**config.mk**
```make
export PLATFORM = sky130hd
export DESIGN_NAME = noc_itf_ctrl
export DESIGN_NICKNAME = d
export VERILOG_FILES = /design/src/noc_itf_pkg.sv /design/src/noc_cfg_if.sv /design/src/cmd_dispatch.sv /design/src/core_rd_cfg_bank.sv /design/src/dma_rd_cfg_bank.sv /design/src/noc_itf_ctrl.sv
export SDC_FILE = /design/constraint.sdc
export NUM_CORES = 1
export LEC_CHECK = 0
export BUFFER_PORTS_ARGS = -buffer_cell sky130_fd_sc_hd__buf_2
export CAP_MARGIN = 30
export CORE_ASPECT_RATIO = 1.4
export CORE_UTILIZATION = 57
export DETAILED_ROUTE_END_ITERATION = 7
export GPL_TIMING_DRIVEN = 0
export PLACE_DENSITY = 0.86
export SLEW_MARGIN = 10
export SYNTH_ARGS = -nofsm -noshare
export SYNTH_HDL_FRONTEND = slang
export SYNTH_SLANG_ARGS = --single-unit
```
**constraint.sdc**
```tcl
create_clock -name clk -period 2.8 [get_ports clk]
set_clock_uncertainty 0.1 [all_clocks]
set_input_delay 0.56 -clock clk [delete_from_list [all_inputs] [get_ports clk]]
set_output_delay 0.56 -clock clk [all_outputs]
set_load 0.05 [all_outputs]
```
**src/noc_itf_pkg.sv**
```systemverilog
// shared widths, codes and register map; only core-read and DMA-read banks exist, other codes unused
package noc_itf_pkg;

    // configuration word and register index
    localparam int cfg_data_w = 13;
    localparam int cfg_idx_w  = 5;

    // node id and address fields
    localparam int node_id_w  = 4;
    localparam int pp_num_w   = 11;
    localparam int noc_high_w = 12;
    localparam int noc_addr_w = 25;

    // channels tracked by the finish logic
    localparam int num_chan = 2;

    // bank select from cfg address bits 6:5
    typedef enum logic [1:0] {
        CFG_BANK_CORE_RD = 2'd0,
        CFG_BANK_DMA_RD  = 2'd2
    } cfg_bank_e;

    // command targets on cmd_addr
    typedef enum logic [2:0] {
        CMD_CORE_RD = 3'd0,
        CMD_DMA_RD  = 3'd2,
        CMD_FINISH  = 3'd4
    } cmd_target_e;

    // core-read register map
    localparam logic [cfg_idx_w-1:0] cr_idx_addr_mode    = 5'd0;
    localparam logic [cfg_idx_w-1:0] cr_idx_rel_addr     = 5'd1;
    localparam logic [cfg_idx_w-1:0] cr_idx_mc           = 5'd2;
    localparam logic [cfg_idx_w-1:0] cr_idx_dma_transfer = 5'd3;
    localparam logic [cfg_idx_w-1:0] cr_idx_pp_en        = 5'd4;
    localparam logic [cfg_idx_w-1:0] cr_idx_target_id    = 5'd5;
    localparam logic [cfg_idx_w-1:0] cr_idx_base0        = 5'd6;
    localparam logic [cfg_idx_w-1:0] cr_idx_base1        = 5'd7;
    localparam logic [cfg_idx_w-1:0] cr_idx_pp_num       = 5'd16;
    localparam logic [cfg_idx_w-1:0] cr_idx_ping_len     = 5'd17;
    localparam logic [cfg_idx_w-1:0] cr_idx_pong_len     = 5'd18;
    localparam logic [cfg_idx_w-1:0] cr_idx_irq_en       = 5'd30;
    localparam logic [cfg_idx_w-1:0] cr_idx_single_fetch = 5'd31;

    // DMA-read register map
    localparam logic [cfg_idx_w-1:0] dr_idx_addr_mode    = 5'd0;
    localparam logic [cfg_idx_w-1:0] dr_idx_rel_addr     = 5'd1;
    localparam logic [cfg_idx_w-1:0] dr_idx_dma_transfer = 5'd2;
    localparam logic [cfg_idx_w-1:0] dr_idx_pp_en        = 5'd3;
    localparam logic [cfg_idx_w-1:0] dr_idx_ram_base0    = 5'd4;
    localparam logic [cfg_idx_w-1:0] dr_idx_ram_base1    = 5'd5;
    localparam logic [cfg_idx_w-1:0] dr_idx_noc_low      = 5'd6;
    localparam logic [cfg_idx_w-1:0] dr_idx_noc_high     = 5'd7;
    localparam logic [cfg_idx_w-1:0] dr_idx_pp_num       = 5'd16;
    localparam logic [cfg_idx_w-1:0] dr_idx_ping_len     = 5'd17;
    localparam logic [cfg_idx_w-1:0] dr_idx_pong_len     = 5'd18;

    // sleep interrupt accepted out of reset
    localparam logic irq_en_rst = 1'b1;

    // relative target, bit 4 of rel selects subtract, wraps mod 16
    function automatic logic [node_id_w-1:0] rel_target(
        input logic [node_id_w-1:0] node_id,
        input logic [node_id_w:0]   rel
    );
        return rel[node_id_w] ? node_id - rel[node_id_w-1:0]
                              : node_id + rel[node_id_w-1:0];
    endfunction

endpackage

```
**src/noc_cfg_if.sv**
```systemverilog
// single-cycle config write strobe, no handshake; each bank decodes its own bank code
interface noc_cfg_if;

    // write strobe, one cycle per word
    logic                                  valid;
    // target bank
    noc_itf_pkg::cfg_bank_e                bank;
    // register index inside the bank
    logic [noc_itf_pkg::cfg_idx_w-1:0]     idx;
    // write data
    logic [noc_itf_pkg::cfg_data_w-1:0]    data;

    // banks only listen
    modport bank_side (
        input valid,
        input bank,
        input idx,
        input data
    );

endinterface

```
**src/cmd_dispatch.sv**
```systemverilog
// one command in flight; core holds cmd_req until cmd_gnt, unused codes never grant
module cmd_dispatch (
    input  logic                      clk,
    input  logic                      rst_n,
    input  logic                      cmd_req,
    input  noc_itf_pkg::cmd_target_e  cmd_addr,
    input  logic                      core_rd_gnt,
    input  logic                      dma_rd_gnt,
    input  logic                      core_rd_done,
    input  logic                      dma_rd_done,
    output logic                      cmd_gnt,
    output logic                      cmd_ok,
    output logic                      core_rd_req,
    output logic                      dma_rd_req
);

    // bit 0 core read, bit 1 DMA read
    logic [noc_itf_pkg::num_chan-1:0] finish_set;
    logic [noc_itf_pkg::num_chan-1:0] finish_status;
    logic [noc_itf_pkg::num_chan-1:0] chan_start;
    logic [noc_itf_pkg::num_chan-1:0] chan_done;
    logic                             fin_match;
    logic                             fin_clr;

    assign fin_match = (finish_status == finish_set);

    // route request out and grant back
    always_comb begin
        core_rd_req = 1'b0;
        dma_rd_req  = 1'b0;
        cmd_gnt     = 1'b0;
        case (cmd_addr)
            noc_itf_pkg::CMD_CORE_RD: begin
                core_rd_req = cmd_req;
                cmd_gnt     = core_rd_gnt;
            end
            noc_itf_pkg::CMD_DMA_RD: begin
                dma_rd_req = cmd_req;
                cmd_gnt    = dma_rd_gnt;
            end
            noc_itf_pkg::CMD_FINISH: begin
                cmd_gnt = fin_match;
            end
            default: ;
        endcase
    end

    // handshakes that start a channel
    assign chan_start = {dma_rd_req & dma_rd_gnt, core_rd_req & core_rd_gnt};
    // simultaneous done pulses all land
    assign chan_done  = {dma_rd_done, core_rd_done};
    // granted finish query
    assign fin_clr    = cmd_req && (cmd_addr == noc_itf_pkg::CMD_FINISH) && fin_match;

    // clear wins over any set in the same cycle
    always_ff @(posedge clk or negedge rst_n) begin
        if (!rst_n) begin
            finish_set    <= '0;
            finish_status <= '0;
        end else if (fin_clr) begin
            finish_set    <= '0;
            finish_status <= '0;
        end else begin
            finish_set    <= finish_set | chan_start;
            finish_status <= finish_status | chan_done;
        end
    end

    // grant delayed one cycle
    always_ff @(posedge clk or negedge rst_n) begin
        if (!rst_n) begin
            cmd_ok <= 1'b0;
        end else begin
            cmd_ok <= cmd_gnt;
        end
    end

    a_one_chan_req: assert property (
        @(posedge clk) disable iff (!rst_n)
        $onehot0({core_rd_req, dma_rd_req})
    );

    a_req_needs_cmd: assert property (
        @(posedge clk) disable iff (!rst_n)
        (core_rd_req || dma_rd_req) |-> cmd_req
    );

endmodule

```
**src/core_rd_cfg_bank.sv**
```systemverilog
// core-read config bank; writes to unlisted indices are dropped, target wraps modulo 16
module core_rd_cfg_bank #(
    parameter logic [noc_itf_pkg::node_id_w-1:0] NODE_ID = '0
) (
    input  logic                                     clk,
    input  logic                                     rst_n,
    noc_cfg_if.bank_side                             cfg,
    output logic                                     addr_mode,
    output logic                                     mc,
    output logic                                     dma_transfer,
    output logic                                     pp_en,
    output logic [noc_itf_pkg::node_id_w-1:0]        target_id,
    output logic [1:0][noc_itf_pkg::cfg_data_w-1:0]  base_addr,
    output logic [noc_itf_pkg::pp_num_w-1:0]         pp_num,
    output logic [noc_itf_pkg::cfg_data_w-1:0]       ping_len,
    output logic [noc_itf_pkg::cfg_data_w-1:0]       pong_len,
    output logic                                     local_access,
    output logic                                     irq_en,
    output logic                                     single_fetch
);

    // sign bit plus 4-bit offset
    logic [noc_itf_pkg::node_id_w:0]   rel_addr;
    // absolute target as written
    logic [noc_itf_pkg::node_id_w-1:0] target_abs;
    logic                              wr_en;
    logic                              target_wr;

    assign wr_en     = cfg.valid && (cfg.bank == noc_itf_pkg::CFG_BANK_CORE_RD);
    assign target_wr = wr_en && (cfg.idx == noc_itf_pkg::cr_idx_target_id);

    // register file, only the listed indices are stored
    always_ff @(posedge clk or negedge rst_n) begin
        if (!rst_n) begin
            addr_mode    <= 1'b0;
            rel_addr     <= '0;
            mc           <= 1'b0;
            dma_transfer <= 1'b0;
            pp_en        <= 1'b0;
            target_abs   <= '0;
            base_addr    <= '0;
            pp_num       <= '0;
            ping_len     <= '0;
            pong_len     <= '0;
            irq_en       <= noc_itf_pkg::irq_en_rst;
            single_fetch <= 1'b0;
        end else if (wr_en) begin
            case (cfg.idx)
                noc_itf_pkg::cr_idx_addr_mode:    addr_mode    <= cfg.data[0];
                noc_itf_pkg::cr_idx_rel_addr:     rel_addr     <= cfg.data[noc_itf_pkg::node_id_w:0];
                noc_itf_pkg::cr_idx_mc:           mc           <= cfg.data[0];
                noc_itf_pkg::cr_idx_dma_transfer: dma_transfer <= cfg.data[0];
                noc_itf_pkg::cr_idx_pp_en:        pp_en        <= cfg.data[0];
                noc_itf_pkg::cr_idx_target_id:    target_abs   <= cfg.data[noc_itf_pkg::node_id_w-1:0];
                noc_itf_pkg::cr_idx_base0:        base_addr[0] <= cfg.data;
                noc_itf_pkg::cr_idx_base1:        base_addr[1] <= cfg.data;
                noc_itf_pkg::cr_idx_pp_num:       pp_num       <= cfg.data[noc_itf_pkg::pp_num_w-1:0];
                noc_itf_pkg::cr_idx_ping_len:     ping_len     <= cfg.data;
                noc_itf_pkg::cr_idx_pong_len:     pong_len     <= cfg.data;
                noc_itf_pkg::cr_idx_irq_en:       irq_en       <= cfg.data[0];
                noc_itf_pkg::cr_idx_single_fetch: single_fetch <= cfg.data[0];
                default: ;
            endcase
        end
    end

    // relative mode computes the node from NODE_ID
    assign target_id = addr_mode ? noc_itf_pkg::rel_target(NODE_ID, rel_addr) : target_abs;

    // local flag sampled on the target-id write
    // mode, offset and mc are the values held before this write
    always_ff @(posedge clk or negedge rst_n) begin
        if (!rst_n) begin
            local_access <= 1'b0;
        end else if (target_wr) begin
            local_access <= !mc && (addr_mode ? (rel_addr[noc_itf_pkg::node_id_w-1:0] == '0)
                : (cfg.data[noc_itf_pkg::node_id_w-1:0] == NODE_ID));
        end
    end

    // flag only moves right after a target-id write
    a_local_access_stable: assert property (
        @(posedge clk) disable iff (!rst_n)
        $changed(local_access) |-> $past(target_wr)
    );

endmodule

```
**src/dma_rd_cfg_bank.sv**
```systemverilog
// DMA-read config bank; relative mode replaces the NoC high part with a 4-bit node id
module dma_rd_cfg_bank #(
    parameter logic [noc_itf_pkg::node_id_w-1:0] NODE_ID = '0
) (
    input  logic                                     clk,
    input  logic                                     rst_n,
    noc_cfg_if.bank_side                             cfg,
    output logic                                     dma_transfer,
    output logic                                     pp_en,
    output logic [1:0][noc_itf_pkg::cfg_data_w-1:0]  ram_base_addr,
    output logic [noc_itf_pkg::noc_addr_w-1:0]       noc_base_addr,
    output logic [noc_itf_pkg::pp_num_w-1:0]         pp_num,
    output logic [noc_itf_pkg::cfg_data_w-1:0]       ping_len,
    output logic [noc_itf_pkg::cfg_data_w-1:0]       pong_len
);

    logic                                 addr_mode;
    logic [noc_itf_pkg::node_id_w:0]      rel_addr;
    logic [noc_itf_pkg::cfg_data_w-1:0]   noc_low;
    logic [noc_itf_pkg::noc_high_w-1:0]   noc_high;
    // high part after mode select
    logic [noc_itf_pkg::noc_high_w-1:0]   noc_high_sel;
    logic                                 wr_en;

    assign wr_en = cfg.valid && (cfg.bank == noc_itf_pkg::CFG_BANK_DMA_RD);

    always_ff @(posedge clk or negedge rst_n) begin
        if (!rst_n) begin
            addr_mode     <= 1'b0;
            rel_addr      <= '0;
            dma_transfer  <= 1'b0;
            pp_en         <= 1'b0;
            ram_base_addr <= '0;
            noc_low       <= '0;
            noc_high      <= '0;
            pp_num        <= '0;
            ping_len      <= '0;
            pong_len      <= '0;
        end else if (wr_en) begin
            case (cfg.idx)
                noc_itf_pkg::dr_idx_addr_mode:    addr_mode        <= cfg.data[0];
                noc_itf_pkg::dr_idx_rel_addr:     rel_addr         <= cfg.data[noc_itf_pkg::node_id_w:0];
                noc_itf_pkg::dr_idx_dma_transfer: dma_transfer     <= cfg.data[0];
                noc_itf_pkg::dr_idx_pp_en:        pp_en            <= cfg.data[0];
                noc_itf_pkg::dr_idx_ram_base0:    ram_base_addr[0] <= cfg.data;
                noc_itf_pkg::dr_idx_ram_base1:    ram_base_addr[1] <= cfg.data;
                noc_itf_pkg::dr_idx_noc_low:      noc_low          <= cfg.data;
                noc_itf_pkg::dr_idx_noc_high:     noc_high         <= cfg.data[noc_itf_pkg::noc_high_w-1:0];
                noc_itf_pkg::dr_idx_pp_num:       pp_num           <= cfg.data[noc_itf_pkg::pp_num_w-1:0];
                noc_itf_pkg::dr_idx_ping_len:     ping_len         <= cfg.data;
                noc_itf_pkg::dr_idx_pong_len:     pong_len         <= cfg.data;
                default: ;
            endcase
        end
    end

    // relative mode: computed node id, zero extended
    assign noc_high_sel = addr_mode
        ? {{(noc_itf_pkg::noc_high_w - noc_itf_pkg::node_id_w){1'b0}},
           noc_itf_pkg::rel_target(NODE_ID, rel_addr)}
        : noc_high;

    // high part on top, low register below
    assign noc_base_addr = {noc_high_sel, noc_low};

    // upper node bits stay clear while relative
    a_rel_high_zero: assert property (
        @(posedge clk) disable iff (!rst_n)
        addr_mode |-> (noc_base_addr[noc_itf_pkg::noc_addr_w-1 -:
            (noc_itf_pkg::noc_high_w - noc_itf_pkg::node_id_w)] == '0)
    );

endmodule

```
**src/noc_itf_ctrl.sv**
```systemverilog
// node interface config and command front end; only core-read and DMA-read channels kept
module noc_itf_ctrl #(
    parameter logic [noc_itf_pkg::node_id_w-1:0] NODE_ID = '0
) (
    input  logic                                     clk,
    input  logic                                     rst_n,
    // config write port
    input  logic [noc_itf_pkg::cfg_idx_w+1:0]        cfg_addr,
    input  logic [noc_itf_pkg::cfg_data_w-1:0]       cfg_data,
    input  logic                                     cfg_valid,
    // command port
    input  logic                                     cmd_req,
    input  logic [2:0]                               cmd_addr,
    output logic                                     cmd_gnt,
    output logic                                     cmd_ok,
    // channel handshakes
    output logic                                     core_rd_req,
    input  logic                                     core_rd_gnt,
    input  logic                                     core_rd_done,
    output logic                                     dma_rd_req,
    input  logic                                     dma_rd_gnt,
    input  logic                                     dma_rd_done,
    // core-read fields
    output logic                                     cr_addr_mode,
    output logic                                     cr_mc,
    output logic                                     cr_dma_transfer,
    output logic                                     cr_pp_en,
    output logic [noc_itf_pkg::node_id_w-1:0]        cr_target_id,
    output logic [1:0][noc_itf_pkg::cfg_data_w-1:0]  cr_base_addr,
    output logic [noc_itf_pkg::pp_num_w-1:0]         cr_pp_num,
    output logic [noc_itf_pkg::cfg_data_w-1:0]       cr_ping_len,
    output logic [noc_itf_pkg::cfg_data_w-1:0]       cr_pong_len,
    output logic                                     cr_local_access,
    output logic                                     itf_irq_en,
    output logic                                     itf_single_fetch,
    // DMA-read fields
    output logic                                     dr_dma_transfer,
    output logic                                     dr_pp_en,
    output logic [1:0][noc_itf_pkg::cfg_data_w-1:0]  dr_ram_base_addr,
    output logic [noc_itf_pkg::noc_addr_w-1:0]       dr_noc_base_addr,
    output logic [noc_itf_pkg::pp_num_w-1:0]         dr_pp_num,
    output logic [noc_itf_pkg::cfg_data_w-1:0]       dr_ping_len,
    output logic [noc_itf_pkg::cfg_data_w-1:0]       dr_pong_len
);

    noc_cfg_if cfg_bus ();

    // address split: top two bits bank, low five bits index
    assign cfg_bus.valid = cfg_valid;
    assign cfg_bus.bank  = noc_itf_pkg::cfg_bank_e'(cfg_addr[noc_itf_pkg::cfg_idx_w +: 2]);
    assign cfg_bus.idx   = cfg_addr[noc_itf_pkg::cfg_idx_w-1:0];
    assign cfg_bus.data  = cfg_data;

    core_rd_cfg_bank #(
        .NODE_ID (NODE_ID)
    ) u_core_rd_bank (
        .clk          (clk),
        .rst_n        (rst_n),
        .cfg          (cfg_bus.bank_side),
        .addr_mode    (cr_addr_mode),
        .mc           (cr_mc),
        .dma_transfer (cr_dma_transfer),
        .pp_en        (cr_pp_en),
        .target_id    (cr_target_id),
        .base_addr    (cr_base_addr),
        .pp_num       (cr_pp_num),
        .ping_len     (cr_ping_len),
        .pong_len     (cr_pong_len),
        .local_access (cr_local_access),
        .irq_en       (itf_irq_en),
        .single_fetch (itf_single_fetch)
    );

    dma_rd_cfg_bank #(
        .NODE_ID (NODE_ID)
    ) u_dma_rd_bank (
        .clk           (clk),
        .rst_n         (rst_n),
        .cfg           (cfg_bus.bank_side),
        .dma_transfer  (dr_dma_transfer),
        .pp_en         (dr_pp_en),
        .ram_base_addr (dr_ram_base_addr),
        .noc_base_addr (dr_noc_base_addr),
        .pp_num        (dr_pp_num),
        .ping_len      (dr_ping_len),
        .pong_len      (dr_pong_len)
    );

    // raw 3-bit code mapped onto the target enum
    cmd_dispatch u_cmd_dispatch (
        .clk          (clk),
        .rst_n        (rst_n),
        .cmd_req      (cmd_req),
        .cmd_addr     (noc_itf_pkg::cmd_target_e'(cmd_addr)),
        .core_rd_gnt  (core_rd_gnt),
        .dma_rd_gnt   (dma_rd_gnt),
        .core_rd_done (core_rd_done),
        .dma_rd_done  (dma_rd_done),
        .cmd_gnt      (cmd_gnt),
        .cmd_ok       (cmd_ok),
        .core_rd_req  (core_rd_req),
        .dma_rd_req   (dma_rd_req)
    );

endmodule

```
; ---- Word level (Yosys, flattened, before mapping)
; Cells that the tools add are included.
[word_totals]
input_bits = 31
elab_cells = 96
register_bits = 180
out_inout_bits = 168
[op_classes]
eq_ne = 16
muxes = 10
n_addsub = 2
reduce_logical = 36
bitwise = 4
[ops]
columns = op, count
row1 = AND reduction 2 bit, 24
row2 = "equality test 5 bit, second input constant", 5
row3 = "equality test 5 x 3 -> 1 bit, second input constant", 4
row4 = two-way mux 12 bit, 1
row5 = two-way mux 4 bit, 3
row6 = "equality test 5 x 2 -> 1 bit, second input constant", 2
row7 = zero test 4 bit, 2
row8 = "subtractor 1 x 4 -> 4 bit, first input constant", 2
row9 = logical AND 1 bit, 6
row10 = "equality test 5 x 1 -> 1 bit, second input constant", 1
row11 = zero test 5 bit, 1
row12 = two-way mux 2 bit, 2
row13 = OR 2 bit, 2
row14 = "equality test 3 x 2 -> 1 bit, second input constant", 1
row15 = "equality test 3 bit, second input constant", 1
row16 = zero test 3 bit, 1
row17 = two-way mux 1 bit, 3
row18 = case mux 1 bit (3 select lines), 1
row19 = bitwise AND 1 bit, 2
row20 = equality test 2 bit, 1
row21 = "equality test 2 bit, second input constant", 1
row22 = zero test 2 bit, 1
row23 = zero test 1 bit, 1

; ---- Longest topological paths before layout
[logic_depth]
depth_word = 5
depth_mapped = 7
mapped_depth_nobuf = 5

; ---- Cells and area by module
; From an unflattened synthesis, not the netlist that was laid out.
[unflattened]
cells_unflattened = 473
area_unflattened_um2 = 7518.5
[by_module_without_submodules]
columns = mod, area_per_inst_um2, instances, cells_each
row1 = dma_rd_cfg_bank, 3966.3, 1, 242
row2 = core_rd_cfg_bank, 3299.4, 1, 208
row3 = cmd_dispatch, 252.7, 1, 23

; ---- Worst setup path before layout
; Ideal clock, no wire load.
[synth_path]
path_kind = input port to output port
from = input cmd_addr[0]
to = output dma_rd_req
path_slack_ps = -77
arrival_time_ps = 2217
stages = 1
path_cell_list = nor4b_1
[synth_via]
elab_chain_cells = 2
[synth_rtl]
columns = element, line
row1 = from (decl), noc_itf_ctrl.sv:13  ; input logic [2:0] cmd_addr,
row2 = equality test 3 x 2 -> 1 bit, cmd_dispatch.sv:32  ; case (cmd_addr)
row3 = two-way mux 1 bit, cmd_dispatch.sv:32
row4 = to (decl), noc_itf_ctrl.sv:20  ; output logic dma_rd_req,
; No other way between the ends.

; ---- Worst setup path in the final report
[layout_path]
from = register u_dma_rd_bank.addr_mode
to = output dr_noc_base_addr[14] (netlist name)
[layout_via]
elab_chain_cells = 1
[layout_rtl]
columns = element, line
row1 = from (decl), dma_rd_cfg_bank.sv:17  ; logic addr_mode;
row2 = from (signal assigned), dma_rd_cfg_bank.sv:41  ; noc_itf_pkg::dr_idx_addr_mode: addr_mode <= cfg.data[0];
row3 = two-way mux 12 bit, dma_rd_cfg_bank.sv:59  ; ? {{(noc_itf_pkg::noc_high_w - noc_itf_pkg::node_id_w){1'b0}},
row4 = to (decl), noc_itf_ctrl.sv:40  ; output logic [noc_itf_pkg::noc_addr_w-1:0] dr_noc_base_addr,
; No other way between the ends.

==> metrics.txt <==
# TYPE chip_impl_metric gauge
chip_impl_metric{name="grt_use_total",unit="%"} 25.8
chip_impl_metric{name="post_cts.resized_instances",unit=""} 0
chip_impl_metric{name="max-cap-violations",unit=""} 0
chip_impl_metric{name="power_switching",unit="mW"} 2.19
chip_impl_info{name="result_of_the_run",value="completed"} 1
chip_impl_metric{name="worst-endpoint-required",unit="ps"} 2140
chip_impl_metric{name="gpl.final_weighted_congestion",unit=""} 0.896
chip_impl_info{name="worstSetupEndpointType",value="output port"} 1
chip_impl_metric{name="grt.overflow.total",unit=""} 0
chip_impl_metric{name="cts_buffers",unit=""} 17
chip_impl_info{name="criticalPathCategory",value="flip-flop to output port"} 1
chip_impl_metric{name="switching_share",unit="%"} 32.8
chip_impl_metric{name="nets",unit=""} 745
chip_impl_metric{name="avgRoutedWirePerCell",unit="um"} 19.5
chip_impl_metric{name="achievable-frequency",unit="MHz"} 388
chip_impl_metric{name="flow.area_growth_from_synthesis",unit="%"} 23.7
chip_impl_metric{name="syn-num-nets",unit=""} 531
chip_impl_metric{name="post_cts_hold_buffer_count",unit=""} 0
chip_impl_metric{name="global_route_wire_length_before_repair",unit="um"} 26900
chip_impl_metric{name="synth-seq-cells",unit=""} 180
chip_impl_info{name="crit_chain",value="clkbuf_1 > nor2_1 > a21oi_1 > buf_2"} 1
chip_impl_metric{name="power_leakage",unit="nW"} 5.03
chip_impl_metric{name="fillCellCount",unit=""} 863
chip_impl_metric{name="drt-total-wl",unit="um"} 17100
chip_impl_metric{name="final_antenna_net_count",unit=""} 0
chip_impl_metric{name="rrSetupSlack",unit="ps"} 1310
chip_impl_metric{name="seq_power_share",unit="%"} 44.2
chip_impl_metric{name="clock_power_share",unit="%"} 33.7
chip_impl_metric{name="drt_iter0_drc",unit=""} 130
chip_impl_metric{name="route.vias.total",unit=""} 4930
chip_impl_metric{name="chipWidth",unit="um"} 98.6
chip_impl_metric{name="area.sequential",unit="sq um"} 4510
chip_impl_metric{name="antenna_cells_inserted",unit=""} 0
chip_impl_metric{name="placed_area",unit="sq um"} 8660
chip_impl_info{name="netlist.top_cell.by_area",value="dfrtp_1"} 1
chip_impl_metric{name="final_cells",unit=""} 878
chip_impl_metric{name="xor_xnor_share_of_the_synthesized_area",unit="%"} 0.705
chip_impl_info{name="r2r_end",value="u_core_rd_bank.local_access"} 1
chip_impl_metric{name="netlist.area_leader.share",unit="%"} 60.1
chip_impl_metric{name="total_power",unit="mW"} 6.70
chip_impl_metric{name="path_clk_slew",unit="ps"} 70
chip_impl_metric{name="max_slew.worst_pin.slew",unit="ps"} 720
chip_impl_metric{name="critical_path_peak_fanout",unit=""} 10
chip_impl_metric{name="synth_fa_ha_area_share",unit="%"} 0.336
chip_impl_metric{name="mappedNetlistArea",unit="sq um"} 7450
chip_impl_metric{name="timing.final.crit_share",unit="%"} 92.0
chip_impl_metric{name="preCtsSetupSlack",unit="ps"} 177
chip_impl_metric{name="intPower",unit="mW"} 4.50
chip_impl_metric{name="synth_area_per_cell",unit="sq um"} 15.0
chip_impl_info{name="ys_top_cells_by_area",value="dfrtp_1 (60%), mux2_2 (23%), mux2_4 (4.0%), nor2b_1 (1.1%), nand3_1 (0.87%)"} 1
chip_impl_metric{name="ir_drop_worst_case_vdd",unit="V"} 0.000433
chip_impl_metric{name="worst_skew_pair.late_latency",unit="ps"} 410
chip_impl_metric{name="initial_utilization",unit="%"} 58.1
chip_impl_metric{name="critPathMaxStageDelay",unit="ps"} 500
chip_impl_metric{name="design.die.area",unit="sq um"} 13500
chip_impl_metric{name="yosys.cell_types.count",unit=""} 42
chip_impl_metric{name="final_cell_area",unit="sq um"} 9220
chip_impl_metric{name="firstDrtPassIters",unit=""} 4
chip_impl_metric{name="multiInputGateArea",unit="sq um"} 2760
chip_impl_metric{name="utilization",unit="%"} 71.9
chip_impl_metric{name="ys_warn_count",unit=""} 0
chip_impl_info{name="tritoncts",value="built"} 1
chip_impl_info{name="timing.critical_path.from",value="u_dma_rd_bank.addr_mode"} 1
chip_impl_metric{name="maxSlewViolCount",unit=""} 0
chip_impl_info{name="cts-root-buf",value="clkbuf_16"} 1
chip_impl_metric{name="std_cell_rows",unit=""} 49
chip_impl_metric{name="grt_pass1_vias",unit=""} 5050
chip_impl_metric{name="postCtsSetupRepairBufs",unit=""} 0
chip_impl_metric{name="clock_path_buffers",unit=""} 2
chip_impl_metric{name="die_h",unit="um"} 137
chip_impl_metric{name="buffer_ports.inserted",unit=""} 194
chip_impl_info{name="worstSetupEndpoint",value="dr_noc_base_addr[14]"} 1
chip_impl_info{name="synth_top_family_by_area",value="multiplexers"} 1
chip_impl_metric{name="final.hold.worst_slack",unit="ps"} 63.0
chip_impl_metric{name="worst_ep_arrival_time",unit="ps"} 1920
chip_impl_metric{name="post-dp-hpwl",unit="um"} 12400
chip_impl_info{name="standard_cell_with_the_maximum_stage_delay_on_the_critical_path",value="dfrtp_1"} 1
chip_impl_metric{name="placed_cells_incl_taps",unit=""} 846
chip_impl_metric{name="post_route_cells_drive_above_1_share",unit="%"} 57.9
chip_impl_metric{name="relSlewSlack",unit="%"} 52.0
chip_impl_metric{name="cells_after_synthesis",unit=""} 498
chip_impl_info{name="hold_class",value="input port to asynchronous set/reset pin"} 1
chip_impl_metric{name="period_needed",unit="ps"} 2580
chip_impl_info{name="r2r_start",value="u_core_rd_bank.addr_mode"} 1
chip_impl_metric{name="vias_per_cell",unit=""} 5.62
chip_impl_metric{name="comb_power_share",unit="%"} 22.1
chip_impl_metric{name="post_synthesis_simple_gate_area_fraction",unit="%"} 6.60
chip_impl_metric{name="cts_htree_levels",unit=""} 4
chip_impl_metric{name="timing_hold_violations_final",unit=""} 0
chip_impl_metric{name="remaining_drc_errors",unit=""} 0
chip_impl_metric{name="setup-tns-final",unit="ps"} 0
chip_impl_metric{name="worst_r2r_path_depth",unit=""} 4
chip_impl_metric{name="cts.sinks",unit=""} 180
chip_impl_info{name="rsz0062_at_grt",value="no"} 1
chip_impl_metric{name="grt_max_degree",unit=""} 97
chip_impl_metric{name="setup_slack",unit="ps"} 225
chip_impl_metric{name="p_per_area",unit="nW/um^2"} 726
chip_impl_metric{name="io_pins",unit=""} 199
chip_impl_metric{name="synth_compound_area_share",unit="%"} 1.44
chip_impl_metric{name="ys_seq_area_share",unit="%"} 60.5
chip_impl_metric{name="core_area",unit="sq um"} 12800
chip_impl_metric{name="initial_antenna_violation_count",unit=""} 0
chip_impl_metric{name="report.final.setup_viol",unit=""} 0
chip_impl_metric{name="muxShareOfSynthArea",unit="%"} 27.9
chip_impl_info{name="worst_setup_path_start_kind",value="flip-flop"} 1
## metal layers
layer / up-vias / wire [um] / global-route usage, %
met4: 0 / 411 / 10.9
met3: 37 / 685 / 4.57
met2: 175 / 9330 / 46.8
li1: 2200 / - / -
met5: - / 0 / 0
met1: 2518 / 6660 / 30.3
## synth_stat cells
cell,n
nor4_1,3
a21oi_1,7
xor2_1,2
clkbuf_1,16
nand2_1,2
and4b_1,1
nand2b_1,3
buf_4,5
nand4b_1,2
o21a_1,3
buf_2,9
mux2_2,153
nor4bb_1,3
ha_1,2
or3b_1,2
o21bai_1,1
o21ai_0,1
mux2_4,20
nand4bb_1,1
nor3_2,4
inv_1,6
buf_1,1
and4bb_1,1
nand3b_1,2
nand4_1,5
o31ai_1,2
mux2i_1,2
nor3_1,2
or4b_1,1
o21ba_2,1
nor4b_1,1
nor2b_1,13
dfrtp_1,179
mux2_1,3
nor2_1,11
nor3b_1,5
buf_6,2
nand3_1,13
a31oi_1,2
xnor2_1,4
dfstp_2,1
or4_1,1
## power groups by stage
stage / Combinational, mW / Clock (mW) / Sequential [mW]
floorplan: 0.441 / 0 / 3.62
global placement: 1.45 / 0 / 2.99
global route: 1.55 / 2.40 / 2.98
finish: 1.48 / 2.26 / 2.96
detailed placement: 1.48 / 0 / 3.01
CTS: 1.49 / 2.28 / 2.96
## final cells by class
cell class / count / share of cell area (%)
plain buffers: 33 / 1.83
clock buffers: 22 / 5.04
clock inverters: 10 / 1.06
inverters: 6 / 0.244
multi-input cells: 279 / 29.9
flip-flops and latches: 180 / 48.9
well taps: 153 / 2.08
repair buffers: 195 / 10.9
## kinds of logic (layout without fill, tap and decap cells)
family	Yosys count	after routing
xor gates and xnor gates	6	6
adders and majority gates	2	2
buffers and inverters	39	266
muxes	178	178
DFF	180	180
AOI/OAI and AO/OA	17	17
and+or+nand+nor	76	76
## registers in the layout, indices dropped and copies added (netlist names), 4 cells and up
name                         count
u_core_rd_bank.base_addr        26
u_dma_rd_bank.ping_len          13
u_core_rd_bank.target_abs        4
u_dma_rd_bank.noc_low           13
u_dma_rd_bank.noc_high          12
u_core_rd_bank.pp_num           11
u_dma_rd_bank.pong_len          13
u_dma_rd_bank.rel_addr           5
u_core_rd_bank.rel_addr          5
u_core_rd_bank.ping_len         13
u_dma_rd_bank.pp_num            11
u_core_rd_bank.pong_len         13
u_dma_rd_bank.ram_base_addr     26
## cell usage in the layout, fill, tap and decap left out, drive strengths merged, types with 2 or more instances in the layout
cell,count
a21oi,7
a31oi,2
buf,212
clkbuf,38
clkinvlp,6
dfrtp,179
ha,2
inv,8
mux2,176
mux2i,2
nand2,2
nand2b,3
nand3,13
nand3b,2
nand4,5
nand4b,2
nor2,11
nor2b,13
nor3,6
nor3b,5
nor4,3
nor4bb,3
o21a,3
o31ai,2
or3b,2
xnor2,4
xor2,2
## worst min path at each step
stage | to | cells past startpoint | startpoint
after floorplan | u_cmd_dispatch.cmd_ok | 0 | rst_n
after global placement | u_core_rd_bank.ping_len[3] | 1 | u_core_rd_bank.ping_len[3]
after detailed placement | u_core_rd_bank.pong_len[2] | 1 | u_core_rd_bank.pong_len[2]
after CTS | u_cmd_dispatch.finish_set[1] | 1 | rst_n
after global routing | u_cmd_dispatch.finish_set[1] | 1 | rst_n
final | u_cmd_dispatch.finish_set[1] | 1 | rst_n
## worst max-delay path: cells and delay by family, from the launching register on
family / cells / cell delay (ps)
DFF: 1 / 500
AOI/OAI and AO/OA: 1 / 170
buffers and inverters: 2 / 730
and+or+nand+nor: 1 / 100
Note: power is estimated with default switching activity, not from simulation.
